File: config.mk
export PLATFORM = sky130hd
export DESIGN_NAME = game_top
export DESIGN_NICKNAME = d
export VERILOG_FILES = /design/src/hdl/game_pkg.sv /design/src/hdl/display_pkg.sv /design/src/hdl/game_fsm.sv /design/src/hdl/score_counter.sv /design/src/hdl/bcd_digits.sv /design/src/hdl/win_led_show.sv /design/src/hdl/layer_mux.sv /design/src/hdl/game_top.sv
export SDC_FILE = /design/constraint.sdc
export NUM_CORES = 1
export LEC_CHECK = 0
export BUFFER_PORTS_ARGS = -buffer_cell sky130_fd_sc_hd__buf_2
export CAP_MARGIN = 40
export CORE_MARGIN = 1
export CORE_UTILIZATION = 40
export CTS_BUF_LIST = sky130_fd_sc_hd__clkbuf_8
export DETAILED_ROUTE_END_ITERATION = 8
export PLACE_DENSITY = 0.66
export SYNTH_ARGS = -nofsm -noshare
export SYNTH_HDL_FRONTEND = slang
export SYNTH_SLANG_ARGS = --single-unit
File: constraint.sdc
create_clock -name clk23 -period 6.7 [get_ports clk23]
set_input_delay 0.67 -clock clk23 [delete_from_list [all_inputs] [get_ports clk23]]
set_output_delay 0.67 -clock clk23 [all_outputs]
set_load 0.05 [all_outputs]
File: src/hdl/game_pkg.sv
package game_pkg;

   typedef enum logic [1:0] {
      START,
      RUN0,
      RUN1,
      END
   } game_state_t;

   typedef logic [9:0] coord_t;   // screen coordinate wrapping mod 1024

   typedef struct packed {
      coord_t x;
      coord_t y;
   } pos_t;

   typedef logic [13:0] score_t;
   typedef logic [3:0]  advance_t;
   typedef logic [7:0]  key_code_t;

   typedef struct packed {
      game_state_t state;
      logic        won;
   } game_status_t;

   localparam score_t SCORE_MAX  = 14'd9999;
   localparam score_t SCORE_STEP = 14'd3;   // points per unit of height

   localparam key_code_t KEY_ENTER = 8'h5A;
   localparam key_code_t KEY_SPACE = 8'h29;
   localparam key_code_t KEY_ESC   = 8'h76;

   localparam coord_t FLOOR_Y    = 10'd479;   // fell off the bottom
   localparam coord_t MON_HEIGHT = 10'd67;
   localparam coord_t PLYR_WIDTH = 10'd60;
   localparam coord_t MON_WIDTH  = 10'd120;

endpackage

File: src/hdl/display_pkg.sv
package display_pkg;

   typedef logic [11:0] pixel_t;   // 4:4:4 rgb

   typedef struct packed {
      logic   vld;
      pixel_t pixel;
   } layer_t;

   typedef struct packed {
      layer_t bullet;
      layer_t player;
      layer_t monster;
      layer_t background;
   } run_layers_t;

   typedef struct packed {
      pixel_t win;
      pixel_t lose;
   } end_pixels_t;

   typedef struct packed {
      logic [3:0] thou;
      logic [3:0] hund;
      logic [3:0] tens;
      logic [3:0] ones;
   } digits_t;

   typedef logic [15:0] led_t;

   localparam pixel_t PIX_WHITE = 12'hFFF;   // also transparent in sprites
   localparam pixel_t PIX_BLACK = 12'h000;

   localparam led_t LED_PHASE0_INIT = 16'h7FFF;
   localparam led_t LED_PHASE1_INIT = 16'hFFFE;
   localparam led_t LED_PHASE2_INIT = 16'h7FFE;
   localparam led_t LED_PHASE3_INIT = 16'hCC33;
   localparam led_t LED_PHASE3_ALT  = 16'h33CC;

   localparam logic [3:0] LED_PHASE_LEN = 4'd15;   // count reload for 16-cycle phases

endpackage

File: src/hdl/game_fsm.sv
module game_fsm (
   input  logic                   clk23,
   input  logic                   rst,
   input  game_pkg::key_code_t    key_code,
   input  logic                   key_valid,
   input  logic                   score_full,
   input  game_pkg::pos_t         plyr_pos,
   input  game_pkg::pos_t         mon_pos,
   output game_pkg::game_status_t status
);
   import game_pkg::*;

   game_state_t state;
   game_state_t state_nxt;
   logic        won;
   coord_t      dy_mp;
   coord_t      dy_pm;
   coord_t      dx_mp;
   coord_t      dx_pm;
   logic        near_y;
   logic        near_x;
   logic        run_over;

   // all differences wrap at 10 bits
   assign dy_mp = mon_pos.y - plyr_pos.y;
   assign dy_pm = plyr_pos.y - mon_pos.y;
   assign dx_mp = mon_pos.x - plyr_pos.x;
   assign dx_pm = plyr_pos.x - mon_pos.x;

   assign near_y   = (dy_mp < MON_HEIGHT) || (dy_pm < MON_HEIGHT);
   assign near_x   = (dx_mp < PLYR_WIDTH) || (dx_pm < MON_WIDTH);
   assign run_over = score_full || (plyr_pos.y >= FLOOR_Y) || (near_y && near_x);

   always_comb begin
      state_nxt = state;
      case (state)
         START: if (key_valid && key_code == KEY_ENTER) state_nxt = RUN0;
         RUN0:  if (key_valid && key_code == KEY_SPACE) state_nxt = RUN1;
         RUN1:  if (run_over) state_nxt = END;
         END:   if (key_valid && key_code == KEY_ESC) state_nxt = START;
      endcase
   end

   always_ff @(posedge clk23) begin
      if (rst) begin
         state <= START;
         won   <= 1'b0;
      end else begin
         state <= state_nxt;
         if (state == RUN1 && state_nxt == END) begin
            won <= score_full;   // win only by full score
         end else if (state == END && state_nxt == START) begin
            won <= 1'b0;
         end
      end
   end

   assign status = '{state: state, won: won};

endmodule

File: src/hdl/score_counter.sv
module score_counter (
   input  logic                   clk23,
   input  logic                   rst,
   input  game_pkg::game_status_t status,
   input  game_pkg::advance_t     advance,
   output game_pkg::score_t       score,
   output logic                   score_full
);
   import game_pkg::*;

   score_t      step;
   logic [14:0] sum;   // one spare bit for the carry

   assign step = SCORE_STEP * score_t'(advance);
   assign sum  = {1'b0, score} + {1'b0, step};

   always_ff @(posedge clk23) begin
      if (rst) begin
         score <= '0;
      end else begin
         case (status.state)
            RUN1: begin
               if (sum >= {1'b0, SCORE_MAX})
                  score <= SCORE_MAX;
               else
                  score <= sum[13:0];
            end
            END:     score <= score;   // frozen for the end screen
            default: score <= '0;
         endcase
      end
   end

   assign score_full = (score >= SCORE_MAX);

endmodule

File: src/hdl/bcd_digits.sv
module bcd_digits (
   input  game_pkg::score_t     score,
   output display_pkg::digits_t digits
);
   import game_pkg::*;

   score_t q_thou;
   score_t r_thou;
   score_t q_hund;
   score_t r_hund;
   score_t q_tens;
   score_t r_tens;

   always_comb begin
      q_thou = score / 14'd1000;
      r_thou = score % 14'd1000;
      q_hund = r_thou / 14'd100;
      r_hund = r_thou % 14'd100;
      q_tens = r_hund / 14'd10;
      r_tens = r_hund % 14'd10;
   end

   // score never passes 9999, so each quotient fits in a digit
   assign digits.thou = q_thou[3:0];
   assign digits.hund = q_hund[3:0];
   assign digits.tens = q_tens[3:0];
   assign digits.ones = r_tens[3:0];

endmodule

File: src/hdl/win_led_show.sv
module win_led_show (
   input  logic                   clk23,
   input  logic                   rst,
   input  game_pkg::game_status_t status,
   output display_pkg::led_t      led
);
   import display_pkg::*;

   logic [1:0] phase;
   logic [3:0] cnt;
   logic       phase_done;

   assign phase_done = (cnt == 4'd0);

   always_ff @(posedge clk23) begin
      if (rst) begin
         phase <= 2'd3;
         cnt   <= 4'd0;
         led   <= '0;
      end else if (!status.won) begin
         phase <= 2'd3;   // idle until the next win
         cnt   <= 4'd0;
         led   <= '0;
      end else if (phase_done) begin
         phase <= phase + 2'd1;
         cnt   <= LED_PHASE_LEN;
         case (phase)
            2'd0:    led <= LED_PHASE1_INIT;
            2'd1:    led <= LED_PHASE2_INIT;
            2'd2:    led <= LED_PHASE3_INIT;
            default: led <= LED_PHASE0_INIT;
         endcase
      end else begin
         cnt <= cnt - 4'd1;
         case (phase)
            2'd0: begin
               led <= {1'b1, led[15:1]};   // fill from the top
            end
            2'd1: begin
               led <= {led[14:0], 1'b1};
            end
            2'd2: begin
               if (cnt > (LED_PHASE_LEN >> 1))
                  led <= {2'b01, led[15:10], led[5:0], 2'b01};   // edges move in
               else
                  led <= {led[13:8], 4'b1111, led[7:2]};         // middle opens
            end
            default: begin
               if (led == LED_PHASE3_INIT)
                  led <= LED_PHASE3_ALT;
               else
                  led <= LED_PHASE3_INIT;
            end
         endcase
      end
   end

endmodule

File: src/hdl/layer_mux.sv
module layer_mux (
   input  game_pkg::game_status_t    status,
   input  logic                      pixel_valid,
   input  display_pkg::run_layers_t  run_layers,
   input  display_pkg::end_pixels_t  end_pixels,
   output display_pkg::pixel_t       rgb
);
   import game_pkg::*;
   import display_pkg::*;

   pixel_t run_rgb;

   // white sprite pixels let the next layer through
   always_comb begin
      if (run_layers.bullet.vld) begin
         if (run_layers.bullet.pixel != PIX_WHITE)
            run_rgb = run_layers.bullet.pixel;
         else if (run_layers.player.vld)
            run_rgb = run_layers.player.pixel;
         else
            run_rgb = run_layers.background.pixel;
      end else if (run_layers.player.vld) begin
         if (run_layers.player.pixel != PIX_WHITE)
            run_rgb = run_layers.player.pixel;
         else
            run_rgb = run_layers.background.pixel;
      end else if (run_layers.monster.vld) begin
         if (run_layers.monster.pixel != PIX_WHITE)
            run_rgb = run_layers.monster.pixel;
         else
            run_rgb = run_layers.background.pixel;
      end else if (run_layers.background.vld) begin
         run_rgb = run_layers.background.pixel;
      end else begin
         run_rgb = PIX_WHITE;
      end
   end

   always_comb begin
      rgb = PIX_BLACK;   // blanking
      if (pixel_valid) begin
         case (status.state)
            START:      rgb = PIX_WHITE;
            RUN0, RUN1: rgb = run_rgb;
            END:        rgb = status.won ? end_pixels.win : end_pixels.lose;
         endcase
      end
   end

endmodule

File: src/hdl/game_top.sv
module game_top (
   input  logic                     clk23,
   input  logic                     rst,
   input  game_pkg::key_code_t      key_code,
   input  logic                     key_valid,
   input  game_pkg::advance_t       advance,
   input  game_pkg::pos_t           plyr_pos,
   input  game_pkg::pos_t           mon_pos,
   input  logic                     pixel_valid,
   input  display_pkg::run_layers_t run_layers,
   input  display_pkg::end_pixels_t end_pixels,
   output game_pkg::game_status_t   status,
   output display_pkg::digits_t     digits,
   output display_pkg::led_t        led,
   output display_pkg::pixel_t      rgb
);
   import game_pkg::*;

   score_t score;
   logic   score_full;

   game_fsm i_game_fsm (
      .clk23      (clk23),
      .rst        (rst),
      .key_code   (key_code),
      .key_valid  (key_valid),
      .score_full (score_full),
      .plyr_pos   (plyr_pos),
      .mon_pos    (mon_pos),
      .status     (status)
   );

   score_counter i_score_counter (
      .clk23      (clk23),
      .rst        (rst),
      .status     (status),
      .advance    (advance),
      .score      (score),
      .score_full (score_full)
   );

   bcd_digits i_bcd_digits (
      .score  (score),
      .digits (digits)
   );

   win_led_show i_win_led_show (
      .clk23  (clk23),
      .rst    (rst),
      .status (status),
      .led    (led)
   );

   layer_mux i_layer_mux (
      .status      (status),
      .pixel_valid (pixel_valid),
      .run_layers  (run_layers),
      .end_pixels  (end_pixels),
      .rgb         (rgb)
   );

endmodule

# Word level (Yosys, flattened, before mapping)
# Index checks and enable logic that the tools add are counted.
# classes
addsub	7
mul	1
n_div	6
magnitude_cmp	8
eq_ne	13
n_mux	26
bitwise	1
n_reduce_logical	17
# op_table
op	n
$mux W12	10
$pmux W16 S3	2
$mux W16	3
$sub A10 B10 Y10	4
$ne A12 B12 Y1 const B	3
$pmux W12 S3	1
$lt A10 B7 Y1 const B	3
$pmux W14 S2	1
$eq A16 B16 Y1 const B	1
$eq A8 B7 Y1 const B	2
$add A14 B6 Y15	1
$ge A15 B14 Y1 const B	1
$div A14 B10 Y14 const B	1
$div A14 B4 Y14 const B	1
$div A14 B7 Y14 const B	1
$ge A14 B14 Y1 const B	1
$mod A14 B10 Y14 const B	1
$mod A14 B4 Y14 const B	1
$mod A14 B7 Y14 const B	1
$mux W14	1
$ge A10 B9 Y1 const B	1
$lt A10 B6 Y1 const B	1
$eq A2 B2 Y1 const B	4
$eq A8 B6 Y1 const B	1
16 further kinds	32
# word_totals
reg_bits	39
inputBits	132
out_inout_bits	47
wordCells	85

# Depth between registers and ports, before layout
# depth
word_depth	11
depth_mapped	30
ltp_nobuf	26

# Hierarchy
# A second synthesis with hierarchy kept.
# unflattened
cells_unflattened	1129
area_unflattened_um2	8509.4
# by_module_without_submodules
mod	n_inst	cells_per_inst	area_each_um2	seq_area_each_um2
bcd_digits	1	405	2866.5	0.0
game_fsm	1	247	1778.0	60.1
score_counter	1	152	1318.8	280.3
win_led_show	1	130	1285.0	440.4
layer_mux	1	195	1261.2	0.0

# Least setup slack after synthesis
# Ideal clock, no wire load.
# synth_timing
kind	reg-to-output
start	register i_score_counter.score[13]
end	output digits[3] (netlist name)
arrival_ns	6.855
required_time_ns	6.030
slack_ns	-0.825
path_stages_with_launch	28
cell_sequence	dfxtp_1 clkbuf_4 nor2_1 a221o_1 nor4_2 nor2_1 inv_2 a211oi_2 a21oi_1 a31oi_1 o21ai_1 o221ai_2 o2111a_2 nor2_4 clkinv_2 a311oi_2 or2_4 a22oi_2 a31oi_4 inv_1 o21ai_2 a21boi_0 o22ai_1 a32oi_1 ha_1 inv_1 o31ai_1 xor2_1
# synth_rtl
item	line	source
start, declared	score_counter.sv:6	output game_pkg::score_t score,
start signal, assigned	score_counter.sv:26	score <= sum[13:0];
start signal, assigned	score_counter.sv:28	END: score <= score;
end, declared	game_top.sv:13	output display_pkg::digits_t digits,

==> metrics.txt <==
wl on met1 11.5 mm; DR WL/cell 16.2 microns; Post-synth ARST share 0; VDD IR max 0.0000862 V; Slew Limit Headroom 0.423; PD cells 79.2 mW/mm^2; Clock Path Buffers 2; grt ovf 0; Post-Syn Area 0.00793 sq mm; DRT iter0 DRCs 654; class of the worst hold path register to register; hpwl dp 20.8 mm; Synth top area share 0.0985; vias in the first global route 9,165; antenna cells 0; DR WL met3 1.48 mm; Placed Area 0.0103 sq mm; Clk Latency, worst-skew pair 290 ps; via count 9,718; failing checks setup timing; post-synthesis cell count 1,103; Max Cap Viol 0; Die Width 143 microns; die area 0.0204 sq mm; unrepaired setup endpoints after global routing true; Util after Layout 0.577; routed wl met2 14.0 mm; Max Fanout on Critical Path 6; Placer Congestion 0.932; maximum clock rate 140 MHz; crit end category output pin; top-count cell post-synth nor2_1; setup ws final -433 ps; share of cells above drive strength 1 0.392; routed wire length 27.4 mm; syn_area_per_cell 7.19 sq um; Worst-Margin Slew 864 ps; PortBufs 178; CTS tree yes; hold bufs inserted after CTS 0; status finished with violations; Die Y-Extent 143 microns; cell taking the most area after synthesis dfxtp_1; FF-to-FF setup slack 1310 ps; antenna violations before repair 0; Final Skew 15.9 ps; fin. max-slew vios 0; row count 51; Netlist cell types 111; DRT antenna net count 0; Num CTS Buffers 5; DR DRC count 0; I/O pins 179; Worst EP required 6030 ps; Worst-path clk slew 80 ps; Final #Nets 1,612; WS Path Type register to output pin; Starting Density 0.407; sequential fraction of the synthesis area 0.0985; endpoints failing setup 6; CTS Sinks 39; first-pass GRT wire length 43.5 mm; Synth Warn # 0; Core ar. 0.0195 sq mm; Layout area overhead 41.7%; Pre-Repair DR Iteration Count 6; crit start category register; post-layout minimum cycle time 7130 ps; top area cells in the synthesized netlist dfxtp_1 9.9%, ha_1 8.4%, a21oi_1 5.7%, nor2_1 5.6%, o21ai_0 5.1%; DR vias/cell 5.76; Filler Cells Inserted 1,789; Final Hold Fails 0; GRT Total Usage 0.257; largest net degree at the start of global routing 35; top sig layer met4; root buf cell clkbuf_8; Mapped Nets 1,294; crit path DAT 6460 ps; htree depth 2; Yosys reg bits 39; period utilization 1.06; prevailing post-synth register cell dfxtp_1; synth cell count leaders 118 x nor2_1, 91 x a21oi_1, 80 x o21ai_0; Final Cell Area 0.0112 sq mm; leakage 5.04 nW; Post-synth EDFFs 0
[cell type report]
type                       count  area [sq um]  area share
multi-input combinational    920          7190       0.640
timing repair buffer         378          2530       0.225
sequential                    39           792      0.0705
tap                          265           332      0.0295
inverter                      77           307      0.0273
clock buffer                   5          68.8     0.00613
clock inverter                 3          12.5     0.00111
[placed cells by master, fill, tap and decap left out, types with 7 or more instances in the layout]
master / count
mux2i_1: 8
inv_1: 71
buf_6: 17
nand4_1: 19
a21oi_2: 7
xnor2_2: 8
a221oi_1: 19
a21o_1: 16
o211ai_1: 17
nor2_1: 112
a21boi_0: 8
dfxtp_1: 34
ha_1: 52
o31ai_1: 11
nand3_1: 18
a21oi_1: 84
nand2_1: 55
and2_1: 7
nand2b_1: 15
nor2b_1: 24
o21a_1: 13
o22ai_1: 9
or3_1: 7
a222oi_1: 10
buf_2: 171
buf_4: 185
xor2_1: 13
xnor2_1: 36
mux2_2: 29
o21ai_0: 76
o21bai_1: 7
nor3_1: 24
a31oi_1: 13
[power by group]
part | internal, mW | switching [mW] | leakage, nW | total, mW
clock | 0.0701 | 0.0813 | 0.0505 | 0.151
combinational | 0.210 | 0.287 | 4.67 | 0.497
sequential | 0.234 | 0.00739 | 0.317 | 0.241
[sequential cells by signal (all words and copies together) (netlist names)]
| name | count |
|---|---|
| i_win_led_show.led | 16 |
| i_score_counter.score | 14 |
| i_win_led_show.cnt | 4 |
| i_game_fsm.state | 2 |
| i_win_led_show.phase | 2 |
| i_game_fsm.won | 1 |
[through the flow]
step | power (mW) | std cells | hold slack, ps | setup slack, ps | setup TNS [ps]
after floorplan | 0.566 | 1103 | 432 | -276 | -642
after global placement | 0.704 | 1648 | 450 | -147 | -432
after detailed placement | 0.711 | 1648 | 455 | -300 | -1070
after CTS | 0.879 | 1675 | 469 | -236 | -653
after global routing | 0.952 | 1687 | 523 | -695 | -3260
final | 0.890 | 1687 | 473 | -433 | -1620
[repair_timing]
action	in CTS	in global routing
buffers inserted	19	14
cloned	0	0
resized for setup	76	63
pin swaps	38	25
endpoints found under the setup margin	7	7
[path summary, 6_finish.rpt]
| path | from | end | depth (start not counted) |
|---|---|---|---|
| worst max-delay path | i_score_counter.score[6] | digits[3] | 26 |
| worst min register to register | i_win_led_show.cnt[0] | i_win_led_show.cnt[0] | 1 |
| worst min-delay path | i_win_led_show.cnt[0] | i_win_led_show.cnt[0] | 1 |
| worst max register to register | i_score_counter.score[2] | i_score_counter.score[11] | 20 |
[cells by family (layout without fill, tap and decap cells)]
family,count (synthesis),count (layout),synth area share
buffers and inverters,144,463,0.0772
adder cells (fa/ha/maj),60,60,0.100
flip-flops,39,39,0.0985
XOR/XNOR,59,59,0.0671
AO/OA/AOI/OAI,409,409,0.371
AND/OR/NAND/NOR,350,350,0.227
multiplexers,42,42,0.0586
[critical path, cell delays in order, from the launching register on]
cell	delay, ps
dfxtp_4	380
buf_6	130
nor3b_4	270
a221oi_4	130
or4_4	580
nand3_2	100
or3b_4	410
a31oi_2	260
buf_4	180
nor2_1	60
a31oi_1	230
nor2_1	110
xnor2_1	460
o21ai_2	140
a211oi_2	320
or2_4	230
o311ai_4	140
a31oi_4	390
nor2_4	90
xnor2_2	270
buf_4	190
a21oi_1	70
a2111oi_4	420
buf_4	190
o31ai_4	90
xor2_4	150
buf_6	160
[per-layer routing]
layer,vias to the layer above,GRT usage
li1,4743,-
met1,4550,0.315
met2,384,0.477
met3,41,0.0221
met4,0,0.0713
met5,-,0
Note: power is estimated with default switching activity, not from simulation.
